==> config.mk <==
export PLATFORM = sky130hd
export DESIGN_NAME = execute
export DESIGN_NICKNAME = d
export VERILOG_FILES = /design/src/hdl/ex_pkg.sv /design/src/hdl/forwarding.sv /design/src/hdl/alu.sv /design/src/hdl/multiplier.sv /design/src/hdl/divider.sv /design/src/hdl/execute.sv
export SDC_FILE = /design/constraint.sdc
export NUM_CORES = 2
export LEC_CHECK = 0
export CORE_MARGIN = 5
export CORE_UTILIZATION = 40
export CTS_BUF_LIST = sky130_fd_sc_hd__clkbuf_2
export CTS_CLUSTER_DIAMETER = 120
export CTS_CLUSTER_SIZE = 25
export DETAILED_ROUTE_END_ITERATION = 10
export DONT_BUFFER_PORTS = 1
export GPL_ROUTABILITY_DRIVEN = 1
export PLACE_DENSITY = 0.63
export SYNTH_ARGS = -nofsm -noshare
export SYNTH_HDL_FRONTEND = slang
export SYNTH_SLANG_ARGS = --single-unit
==> constraint.sdc <==
create_clock -name bus -period 5.92 [get_ports bus]
set_input_delay 0.592 -clock bus [delete_from_list [all_inputs] [get_ports bus]]
set_output_delay 0.592 -clock bus [all_outputs]
set_load 0.02 [all_outputs]
==> src/hdl/ex_pkg.sv <==
package ex_pkg;

  ////////////////////////////////////////////////////////////
  // Widths and unit latencies
  ////////////////////////////////////////////////////////////

  localparam int xlen          = 32;
  localparam int reg_addr_bits = 5;

  // Start edge to done, counted in clock edges
  localparam int mul_cycles = 33;
  localparam int div_cycles = 34;

  ////////////////////////////////////////////////////////////
  // Operation and unit encodings
  ////////////////////////////////////////////////////////////

  typedef enum logic [4:0] {
    OP_ADD, OP_SUB, OP_AND, OP_OR, OP_XOR,
    OP_SLL, OP_SRL, OP_SRA, OP_SLT, OP_SLTU,
    OP_LUI, OP_AUIPC, OP_LINK,
    OP_MUL, OP_MULH, OP_MULHSU, OP_MULHU,
    OP_DIV, OP_DIVU, OP_REM, OP_REMU
  } ex_op_t;

  typedef enum logic [1:0] {
    UNIT_ALU,
    UNIT_MUL,
    UNIT_DIV
  } unit_t;

  // Which block produces the result of an op
  function automatic unit_t unit_of(input ex_op_t op);
    case (op)
      OP_MUL, OP_MULH, OP_MULHSU, OP_MULHU: return UNIT_MUL;
      OP_DIV, OP_DIVU, OP_REM, OP_REMU:     return UNIT_DIV;
      default:                              return UNIT_ALU;
    endcase
  endfunction

  ////////////////////////////////////////////////////////////
  // Stage payloads
  ////////////////////////////////////////////////////////////

  // Decoded instruction from ID/EX
  typedef struct packed {
    logic                     valid;
    ex_op_t                   op;
    logic [reg_addr_bits-1:0] rs1;
    logic [reg_addr_bits-1:0] rs2;
    logic [reg_addr_bits-1:0] rd;
    logic [xlen-1:0]          rs1_val;
    logic [xlen-1:0]          rs2_val;
    logic [xlen-1:0]          imm;
    logic                     alusrc;
    logic                     regwrite;
    logic                     memread;
    logic                     memwrite;
    logic [xlen-1:0]          pc;
  } id_ex_t;

  // Registered EX/MEM contents
  typedef struct packed {
    logic                     valid;
    logic [reg_addr_bits-1:0] rd;
    logic                     regwrite;
    logic                     memread;
    logic                     memwrite;
    logic [xlen-1:0]          result;
    logic [xlen-1:0]          store_data;
    logic [xlen-1:0]          pc;
  } ex_mem_t;

  // Write-back view of a later stage
  typedef struct packed {
    logic                     regwrite;
    logic [reg_addr_bits-1:0] rd;
    logic [xlen-1:0]          value;
  } fwd_src_t;

endpackage

==> src/hdl/forwarding.sv <==
module forwarding import ex_pkg::*; (
  input  id_ex_t          id_ex,
  input  fwd_src_t        ex_mem_fwd,
  input  fwd_src_t        mem_wb,
  output logic [xlen-1:0] op_a,
  output logic [xlen-1:0] op_b,
  output logic [xlen-1:0] store_data
);

  logic [xlen-1:0] rs1_fwd;
  logic [xlen-1:0] rs2_fwd;

  // Source writes a non-zero register equal to the one read
  function automatic logic hits(
    input fwd_src_t                 src,
    input logic [reg_addr_bits-1:0] rs
  );
    return src.regwrite && (src.rd != '0) && (src.rd == rs);
  endfunction

  // Priority pick for one operand
  // Younger EX/MEM value beats MEM/WB
  function automatic logic [xlen-1:0] pick(
    input logic [reg_addr_bits-1:0] rs,
    input logic [xlen-1:0]          rf_val,
    input fwd_src_t                 ex_src,
    input fwd_src_t                 wb_src
  );
    if (hits(ex_src, rs)) begin
      return ex_src.value;
    end
    if (hits(wb_src, rs)) begin
      return wb_src.value;
    end
    // Register file value is current
    return rf_val;
  endfunction

  // rs1 comparators
  assign rs1_fwd = pick(id_ex.rs1, id_ex.rs1_val, ex_mem_fwd, mem_wb);

  // rs2 comparators
  assign rs2_fwd = pick(id_ex.rs2, id_ex.rs2_val, ex_mem_fwd, mem_wb);

  assign op_a = rs1_fwd;

  // Immediate replaces rs2 for I-type and upper-immediate ops
  assign op_b = id_ex.alusrc ? id_ex.imm : rs2_fwd;

  // Stores always need the real rs2 value
  assign store_data = rs2_fwd;

endmodule

==> src/hdl/alu.sv <==
module alu import ex_pkg::*; (
  input  ex_op_t          op,
  input  logic [xlen-1:0] a,
  input  logic [xlen-1:0] b,
  input  logic [xlen-1:0] pc,
  output logic [xlen-1:0] result
);

  // Shift amount from low five bits only
  logic [4:0] shamt;

  // Shared adder outputs
  logic [xlen-1:0] sum;
  logic [xlen-1:0] diff;

  // Compare results
  logic lt_signed;
  logic lt_unsigned;

  // Return address for JAL and JALR
  logic [xlen-1:0] link_addr;

  assign shamt = b[4:0];

  assign sum  = a + b;
  assign diff = a - b;

  assign lt_signed   = $signed(a) < $signed(b);
  assign lt_unsigned = a < b;

  assign link_addr = pc + xlen'(4);

  always_comb begin
    case (op)
      // Arithmetic
      OP_ADD: result = sum;
      OP_SUB: result = diff;

      // Bitwise logic
      OP_AND: result = a & b;
      OP_OR:  result = a | b;
      OP_XOR: result = a ^ b;

      // Shifts
      OP_SLL: result = a << shamt;
      OP_SRL: result = a >> shamt;
      OP_SRA: result = $signed(a) >>> shamt;

      // Set less than, zero extended flag
      OP_SLT:  result = {{(xlen-1){1'b0}}, lt_signed};
      OP_SLTU: result = {{(xlen-1){1'b0}}, lt_unsigned};

      // Upper immediate already shifted by decode
      OP_LUI:   result = b;
      OP_AUIPC: result = pc + b;

      // Link value for jumps
      OP_LINK: result = link_addr;

      // M ops come from the multi-cycle units
      default: result = sum;
    endcase
  end

endmodule

==> src/hdl/multiplier.sv <==
module multiplier import ex_pkg::*; (
  input  logic            bus,
  input  logic            reset,
  input  logic            start,
  input  ex_op_t          op,
  input  logic [xlen-1:0] a,
  input  logic [xlen-1:0] b,
  output logic            busy,
  output logic            done,
  output logic [xlen-1:0] result
);

  typedef logic [$clog2(mul_cycles)-1:0] count_t;

  // Operand signedness for the requested op
  logic            a_signed;
  logic            b_signed;
  logic            a_neg;
  logic            b_neg;
  logic [xlen-1:0] a_mag;
  logic [xlen-1:0] b_mag;

  // Iteration state
  count_t            count;
  logic              last;
  logic [2*xlen-1:0] acc;
  logic [2*xlen-1:0] mcand;
  logic [xlen-1:0]   mplier;
  logic              neg_prod;
  logic              high_word;
  logic [2*xlen-1:0] prod_fixed;

  // MUL low word is the same either way
  assign a_signed = (op == OP_MUL) || (op == OP_MULH) || (op == OP_MULHSU);
  assign b_signed = (op == OP_MUL) || (op == OP_MULH);

  assign a_neg = a_signed & a[xlen-1];
  assign b_neg = b_signed & b[xlen-1];
  assign a_mag = a_neg ? -a : a;
  assign b_mag = b_neg ? -b : b;

  // 32 shift-add steps then one sign fix edge
  assign last       = (count == count_t'(mul_cycles - 1));
  assign prod_fixed = neg_prod ? -acc : acc;

  // Control
  always_ff @(posedge bus) begin
    if (reset) begin
      busy  <= 1'b0;
      done  <= 1'b0;
      count <= '0;
    end else begin
      done <= 1'b0;
      if (start) begin
        busy  <= 1'b1;
        count <= '0;
      end else if (busy) begin
        if (last) begin
          busy <= 1'b0;
          done <= 1'b1;
        end else begin
          count <= count + 1'b1;
        end
      end
    end
  end

  // Datapath
  always_ff @(posedge bus) begin
    if (start) begin
      acc       <= '0;
      mcand     <= {{xlen{1'b0}}, a_mag};
      mplier    <= b_mag;
      neg_prod  <= a_neg ^ b_neg;
      high_word <= (op != OP_MUL);
    end else if (busy) begin
      if (last) begin
        result <= high_word ? prod_fixed[2*xlen-1:xlen] : prod_fixed[xlen-1:0];
      end else begin
        // Add partial product for current multiplier bit
        if (mplier[0]) begin
          acc <= acc + mcand;
        end
        mcand  <= mcand << 1;
        mplier <= mplier >> 1;
      end
    end
  end

endmodule

==> src/hdl/divider.sv <==
module divider import ex_pkg::*; (
  input  logic            bus,
  input  logic            reset,
  input  logic            start,
  input  ex_op_t          op,
  input  logic [xlen-1:0] a,
  input  logic [xlen-1:0] b,
  output logic            busy,
  output logic            done,
  output logic [xlen-1:0] result
);

  typedef logic [$clog2(div_cycles)-1:0] count_t;

  // Operand signs and magnitudes
  logic            is_signed;
  logic            a_neg;
  logic            b_neg;
  logic [xlen-1:0] a_mag;
  logic [xlen-1:0] b_mag;

  // Iteration state
  count_t          count;
  logic            stepping;
  logic            fix_stage;
  logic            last;
  logic [xlen-1:0] rem;
  logic [xlen-1:0] quo;
  logic [xlen-1:0] dvsr;
  logic            q_neg;
  logic            r_neg;
  logic            want_rem;
  logic            div_zero;

  // Trial subtract
  logic [xlen:0]   shifted;
  logic [xlen:0]   diff;
  logic            fits;

  // Signed results
  logic [xlen-1:0] q_fix;
  logic [xlen-1:0] r_fix;

  assign is_signed = (op == OP_DIV) || (op == OP_REM);
  assign a_neg     = is_signed & a[xlen-1];
  assign b_neg     = is_signed & b[xlen-1];
  assign a_mag     = a_neg ? -a : a;
  assign b_mag     = b_neg ? -b : b;

  ////////////////////////////////////////////////////////////
  // Schedule
  ////////////////////////////////////////////////////////////

  // Count 0..31 one quotient bit each
  assign stepping  = (count < count_t'(xlen));
  // Count 32 applies signs
  assign fix_stage = (count == count_t'(xlen));
  // Final count raises done
  assign last      = (count == count_t'(div_cycles - 1));

  // Bring down next dividend bit
  assign shifted = {rem, quo[xlen-1]};
  assign diff    = shifted - {1'b0, dvsr};
  assign fits    = (shifted >= {1'b0, dvsr});

  // Quotient sign from both operands
  // Zero divisor forces all ones
  assign q_fix = div_zero ? '1 : (q_neg ? -quo : quo);

  // Remainder sign follows dividend
  // Zero divisor leaves the dividend here by itself
  // Most negative over minus one also falls out of the magnitudes
  assign r_fix = r_neg ? -rem : rem;

  // Control
  always_ff @(posedge bus) begin
    if (reset) begin
      busy  <= 1'b0;
      done  <= 1'b0;
      count <= '0;
    end else begin
      done <= 1'b0;
      if (start) begin
        busy  <= 1'b1;
        count <= '0;
      end else if (busy) begin
        if (last) begin
          busy <= 1'b0;
          done <= 1'b1;
        end else begin
          count <= count + 1'b1;
        end
      end
    end
  end

  ////////////////////////////////////////////////////////////
  // Restoring datapath
  ////////////////////////////////////////////////////////////

  always_ff @(posedge bus) begin
    if (start) begin
      rem      <= '0;
      quo      <= a_mag;
      dvsr     <= b_mag;
      q_neg    <= a_neg ^ b_neg;
      r_neg    <= a_neg;
      want_rem <= (op == OP_REM) || (op == OP_REMU);
      div_zero <= (b == '0);
    end else if (busy) begin
      if (stepping) begin
        if (fits) begin
          rem <= diff[xlen-1:0];
          quo <= {quo[xlen-2:0], 1'b1};
        end else begin
          rem <= shifted[xlen-1:0];
          quo <= {quo[xlen-2:0], 1'b0};
        end
      end else if (fix_stage) begin
        result <= want_rem ? r_fix : q_fix;
      end
    end
  end

endmodule

==> src/hdl/execute.sv <==
module execute import ex_pkg::*; (
  input  logic     bus,
  input  logic     reset,
  input  id_ex_t   id_ex,
  input  fwd_src_t mem_wb,
  input  logic     mem_hold,
  output ex_mem_t  ex_mem,
  output logic     stall
);

  unit_t           unit;
  fwd_src_t        ex_mem_fwd;
  logic [xlen-1:0] op_a;
  logic [xlen-1:0] op_b;
  logic [xlen-1:0] store_data;

  // Unit results
  logic [xlen-1:0] alu_result;
  logic [xlen-1:0] mul_result;
  logic [xlen-1:0] div_result;
  logic [xlen-1:0] ex_result;

  // Multi-cycle handshake levels
  logic mul_start;
  logic mul_busy;
  logic mul_done;
  logic div_start;
  logic div_busy;
  logic div_done;
  logic done_hold;
  logic unit_stall;

  ex_mem_t ex_mem_next;

  ////////////////////////////////////////////////////////////
  // Operand path
  ////////////////////////////////////////////////////////////

  // Loads in EX/MEM have no data yet
  assign ex_mem_fwd.regwrite = ex_mem.valid & ex_mem.regwrite & ~ex_mem.memread;
  assign ex_mem_fwd.rd       = ex_mem.rd;
  assign ex_mem_fwd.value    = ex_mem.result;

  forwarding u_fwd (
    .id_ex      (id_ex),
    .ex_mem_fwd (ex_mem_fwd),
    .mem_wb     (mem_wb),
    .op_a       (op_a),
    .op_b       (op_b),
    .store_data (store_data)
  );

  alu u_alu (
    .op     (id_ex.op),
    .a      (op_a),
    .b      (op_b),
    .pc     (id_ex.pc),
    .result (alu_result)
  );

  multiplier u_mul (
    .bus    (bus),
    .reset  (reset),
    .start  (mul_start),
    .op     (id_ex.op),
    .a      (op_a),
    .b      (op_b),
    .busy   (mul_busy),
    .done   (mul_done),
    .result (mul_result)
  );

  divider u_div (
    .bus    (bus),
    .reset  (reset),
    .start  (div_start),
    .op     (id_ex.op),
    .a      (op_a),
    .b      (op_b),
    .busy   (div_busy),
    .done   (div_done),
    .result (div_result)
  );

  ////////////////////////////////////////////////////////////
  // Start and stall
  ////////////////////////////////////////////////////////////

  assign unit = unit_of(id_ex.op);

  // Done seen under memory hold stays pending until hold drops
  // Unit result register keeps its value meanwhile
  always_ff @(posedge bus) begin
    if (reset) begin
      done_hold <= 1'b0;
    end else if (!mem_hold) begin
      done_hold <= 1'b0;
    end else if (mul_done || div_done) begin
      done_hold <= 1'b1;
    end
  end

  // One start per held instruction
  assign mul_start = id_ex.valid && (unit == UNIT_MUL) && !mul_busy && !mul_done && !done_hold;
  assign div_start = id_ex.valid && (unit == UNIT_DIV) && !div_busy && !div_done && !done_hold;

  // Start cycle through last busy cycle
  assign unit_stall = mul_start | mul_busy | div_start | div_busy;
  assign stall      = unit_stall | mem_hold;

  // Result source
  always_comb begin
    case (unit)
      UNIT_MUL: ex_result = mul_result;
      UNIT_DIV: ex_result = div_result;
      default:  ex_result = alu_result;
    endcase
  end

  ////////////////////////////////////////////////////////////
  // EX/MEM register
  ////////////////////////////////////////////////////////////

  // Bubble while a unit is still working
  always_comb begin
    ex_mem_next.valid      = id_ex.valid & ~unit_stall;
    ex_mem_next.rd         = id_ex.rd;
    ex_mem_next.regwrite   = id_ex.valid & ~unit_stall & id_ex.regwrite;
    ex_mem_next.memread    = id_ex.valid & ~unit_stall & id_ex.memread;
    ex_mem_next.memwrite   = id_ex.valid & ~unit_stall & id_ex.memwrite;
    ex_mem_next.result     = ex_result;
    ex_mem_next.store_data = store_data;
    ex_mem_next.pc         = id_ex.pc;
  end

  always_ff @(posedge bus) begin
    if (reset) begin
      ex_mem.valid    <= 1'b0;
      ex_mem.regwrite <= 1'b0;
      ex_mem.memread  <= 1'b0;
      ex_mem.memwrite <= 1'b0;
    end else if (!mem_hold) begin
      ex_mem <= ex_mem_next;
    end
  end

endmodule

==> results.md <==
Layout:
- In the final layout, the multi-input gates occupy 0.0258 mm².
- The sequential standard cell area is 0.0120 mm².
- With fillers left out, the area of the finished cells amounts to 0.0448 mm².
- From synthesis to final layout, the design area changed by 13.7%.
- The final layout contains 5536 nets.
- The fraction of layout instances using a drive strength above 1 is 8.43%.
- The number of inserted filler cells in the final layout is 9887.

Route:
- In the detailed route, the total length drawn on met3 is 20.5 mm.
- After detailed routing, the total wire length is 194 mm.
- Using the TritonRoute via totals, the vias-per-cell ratio works out to 6.37.
- The DRC violation count after routing is 0.
- In the final routed layout, each cell accounts on average for 30.2 µm.
- For this block, wires on met1 add up to 77.7 mm.
- The first detailed-routing pass took 9 iterations.
- The total length of routed met2 wires is 81.3 mm.
- The number of antenna-violating nets in the routed design is 0.
- Summing over every cut layer, the via total after detailed routing is 40862.
- The uppermost metal layer occupied by signal nets is met5.
- For this block, the initial DRC count from the detailed router was 5006.

Die:
- The die is 324 µm wide.
- The initialized floorplan defines 115 standard-cell rows.
- The die is 324 µm tall.
- The core area is 0.0981 mm².
- The top-level port count is 300.
- The initial core utilization is 40.2%.
- The area enclosed by the die boundary is 0.105 mm².

Logic synthesis:
- Of the post-synthesis cell area, the part taken by muxes is 3.88%.
- After synthesis, the largest family of logic cells by area is compound AO/OA/AOI/OAI gates.
- In this run, synthesis inferred 299 flip-flops with an integrated enable.
- The netlist uses 99 different library cells.
- Yosys printed 0 warnings.
- The synthesis-stage register bit count is 448.
- Dividing the synthesized area by the synthesized cell count gives 8.07 µm².
- The combined area of all synthesized cells is 0.0394 mm².
- Summing the areas of all compound-gate instances in the mapped netlist gives 25.5% of the synthesized area.
- After Yosys synthesis, and, or, nand and nor cells account for 18.9% of the synthesized area.
- Of the total synthesized cell area, the portion taken by full adders, half adders and majority gates is 7.47%.
- The number of cells produced by synthesis is 4880.
- Ranked by total cell area, the synthesized netlist is headed by sky130_fd_sc_hd__edfxtp_1 (23%), sky130_fd_sc_hd__dfxtp_1 (7.6%), sky130_fd_sc_hd__ha_1 (7.4%).
- Summed over its instances, the top area cell type makes up 22.8% of the synthesized netlist area.
- The synthesized netlist devotes 9.27% of its cell area to XOR and XNOR gates.
- Sequential cells were found to cover 30.4% of the synthesized design area.
- The net count after synthesis is 5308.
- sky130_fd_sc_hd__edfxtp_1 takes more of the synthesized area than any other cell.
- Counting flops with an async set or reset pin after synthesis yields a share of 0%.
- For this run, the leading register cell type out of synthesis is sky130_fd_sc_hd__edfxtp_1.

Status:
- The flow ran to the end, and the final reports show no timing, DRC or antenna violations.

Clock network:
- The longest clock path from root to sink contains 3 buffers.
- The clock network latency to the later pin of the worst-skew pair is 1.40 ns.
- The TritonCTS clock tree is yes.
- The buffer type at the clock tree root is sky130_fd_sc_hd__clkbuf_2.
- The clock-pin slew on the worst setup and hold paths is 0.44 ns.
- In this run the number of H-tree levels came out at 1.
- The number of CTS-inserted buffers is 25.
- CTS saw 448 sinks.

Power:
- Combinational logic burns 52.0% of the power.
- The power per standard cell area is 282 mW/mm².
- The internal portion of total power is 6670 µW.
- IR analysis of the VDD net gives a maximum drop of 0.192 mV.
- For this design the static power due to leakage is 0.0175 µW.
- The clock network accounts for 11.0% of the total power.
- Of the total power, registers draw 37.0%.
- The switching power total is 5970 µW.
- Net switching is 47.2% of the power.

Timing:
- The number of pins exceeding their max-slew limit in the final report is 0.
- For the final routed database, the setup TNS stands at 0 ns.
- Setup repair after global routing left no endpoint under its margin.
- The share of the clock period used by the worst path is 97.6%.
- The number of endpoints with negative hold slack in the final report is 0.
- The actual slew at the worst max-slew pin is 1.37 ns.
- Clock skew on the completed layout was measured at 0.197 ns.
- Subtracting the final worst setup slack from the clock period gives 5.78 ns.
- Setup violations remaining at the end of the flow were counted as 0.
- The worst slew margin relative to its limit is 6.45%.
- The top achievable clock speed is 173 MHz.

GRT:
- Global routing used 35.4% of the available tracks across all layers.
- The remaining global-route overflow is 0.
- The number of antenna violations at the first check in global routing is 15.
- The maximum number of pins on one net before global-route repair is 97.
- The first global-routing pass estimated 274 mm of wire.
- The number of global-route vias before repair is 38290.

Flow run:
- Max-cap violations in this run came to 0.

Placed design:
- The number of I/O port buffers is 0.
- The standard cell area after detailed placement is 0.0419 mm².
- Once detailed placement completed, the half-perimeter wirelength came to 149 mm.
- The congestion estimate from routability-driven global placement came to 1.07.

Min path:
- In this run the most critical hold path is launched from id_ex[30].
- The worst hold-check path type is input pin to flip-flop.

Setup path:
- For the worst setup path, the data required time is 7.10 ns.
- The type of element capturing the critical path is a flip-flop.
- In this run the worst setup path begins at ex_mem[103].
- For the worst setup path, the data arrival time is 6.95 ns.
- The critical path is of the flip-flop to flip-flop type.
- The beginning of the worst register-to-register path is ex_mem[103].
- The highest fanout seen on the critical path is 61.
- The startpoint class of the critical path is a flip-flop.
## final cells by class
cell class	instances	area share (%)
Timing Repair Buffer	503	9.95
Clock buffer	34	0.380
Antenna cell	3	0.0168
Sequential cell	448	26.7
Inverter	164	1.37
Clock inverter	11	0.346
Multi-Input combinational cell	3966	57.6
Tap cell	1287	3.60
## power groups by stage
stage	clock network, µW	logic, µW	registers (µW)
floorplan	0	4390	4410
global placement	0	6210	4700
detailed placement	0	6210	4710
CTS	1430	6410	4650
global route	1530	7080	4730
finish	1390	6580	4670
## sequential cells by signal, indices dropped and copies added (netlist names), 6 cells and up
name          count
ex_mem          105
u_div.count       6
u_div.dvsr       32
u_div.quo        32
u_div.rem        32
u_div.result     32
u_mul.acc        64
u_mul.count       6
u_mul.mcand      64
u_mul.mplier     32
u_mul.result     32
## worst paths after layout
kind / endpoint / slack [ns] / depth (start not counted)
setup / recovery: ex_mem[95] / 0.14 / 17
hold / removal: ex_mem[30] / 0.1 / 1
setup reg to reg: ex_mem[95] / 0.14 / 17
hold reg to reg: u_mul.mcand[35] / 0.41 / 2
## cell usage after synthesis, drive strengths merged, types with 12 or more instances
| library cell | number |
|---|---|
| a221oi | 57 |
| nor2 | 352 |
| nor4 | 34 |
| a2111oi | 12 |
| nor2b | 44 |
| or4 | 33 |
| or3 | 45 |
| o221ai | 28 |
| nand4 | 43 |
| clkbuf | 242 |
| inv | 160 |
| ha | 232 |
| and3 | 41 |
| o31ai | 51 |
| a21o | 105 |
| xor2 | 149 |
| nand3 | 140 |
| o21ai | 451 |
| or2 | 13 |
| a22oi | 44 |
| a31oi | 79 |
| xnor2 | 268 |
| a221o | 22 |
| nand2b | 32 |
| o211ai | 71 |
| buf | 60 |
| a211oi | 54 |
| mux2i | 121 |
| dfxtp | 149 |
| nand2 | 625 |
| a21boi | 17 |
| o22ai | 26 |
| o21a | 31 |
| o41ai | 19 |
| a21oi | 360 |
| nor3 | 151 |
| o21bai | 25 |
| and2 | 24 |
| edfxtp | 299 |
| mux2 | 24 |
## worst max-delay path: stages, from the launching register on
cell and delay [ns]:
sky130_fd_sc_hd__edfxtp_1 0.53, sky130_fd_sc_hd__buf_4 0.16, sky130_fd_sc_hd__or4_4 0.43, sky130_fd_sc_hd__o211ai_4 0.17, sky130_fd_sc_hd__or2_4 0.32, sky130_fd_sc_hd__a311oi_1 0.18, sky130_fd_sc_hd__buf_4 0.19, sky130_fd_sc_hd__nor2_4 0.10
sky130_fd_sc_hd__buf_4 0.66, sky130_fd_sc_hd__ha_1 0.46, sky130_fd_sc_hd__a311o_1 0.27, sky130_fd_sc_hd__o211ai_1 0.28, sky130_fd_sc_hd__o211ai_1 0.50, sky130_fd_sc_hd__a2bb2oi_1 0.37, sky130_fd_sc_hd__a41o_1 0.34, sky130_fd_sc_hd__mux2i_1 0.30
sky130_fd_sc_hd__o311ai_0 0.21, sky130_fd_sc_hd__o2bb2ai_1 0.18
## cell usage in the layout (no fill, tap or decap), types with 55 or more instances in the layout
cell type                       netlist  final
sky130_fd_sc_hd__dfxtp_1            149    147
sky130_fd_sc_hd__nand3_1            139    135
sky130_fd_sc_hd__dlygate4sd3_1        0    246
sky130_fd_sc_hd__xnor2_1            268    268
sky130_fd_sc_hd__ha_1               232    231
sky130_fd_sc_hd__nor2_1             349    344
sky130_fd_sc_hd__a21o_1             105    105
sky130_fd_sc_hd__o211ai_1            69     69
sky130_fd_sc_hd__a31oi_1             75     74
sky130_fd_sc_hd__nor3_1             151    149
sky130_fd_sc_hd__a21oi_1            357    356
sky130_fd_sc_hd__o21ai_0            430    429
sky130_fd_sc_hd__inv_1              149    146
sky130_fd_sc_hd__mux2i_1            120    120
sky130_fd_sc_hd__xor2_1             149    149
sky130_fd_sc_hd__a221oi_1            57     55
sky130_fd_sc_hd__buf_4                3    252
sky130_fd_sc_hd__edfxtp_1           299    299
sky130_fd_sc_hd__nand2_1            625    623
## per-stage QoR
step	std cells	total power, µW	hold WS (ns)	setup slack (ns)	utilization [%]
after floorplan	4880	8810	0.436	0.145	-
after CTS	6407	12500	0.00199	0.0577	45.5
final	6416	12600	0.0995	0.143	45.6
after detailed placement	6116	10900	0.453	0.0741	42.7
after global routing	6414	13300	0.0163	0.0148	45.6
after global placement	6116	10900	0.450	0.0691	42.7
## cell families (layout without fill, tap and decap cells)
group | after synthesis | in the layout
buffers and inverters | 466 | 712
AO/OA/AOI/OAI | 1562 | 1562
other | 0 | 3
multiplexers | 147 | 147
XOR/XNOR | 417 | 417
flip-flops | 448 | 448
AND/OR/NAND/NOR | 1606 | 1606
adder cells (fa/ha/maj) | 234 | 234
## what timing repair did
| item | CTS | global route |
|---|---|---|
| setup endpoints to repair | 0 | 14 |
| buffers inserted | 0 | 6 |
| endpoints found under the hold margin | 372 | 0 |
| resized for setup | 0 | 13 |
| hold buffers | 246 | 0 |
## per-layer routing
layer	up-vias	track usage, %
li1	18437	-
met1	19623	46.5
met2	2290	53.5
met3	502	8.49
met4	10	20.0
met5	-	0
Power figures use the tool's default switching activity.
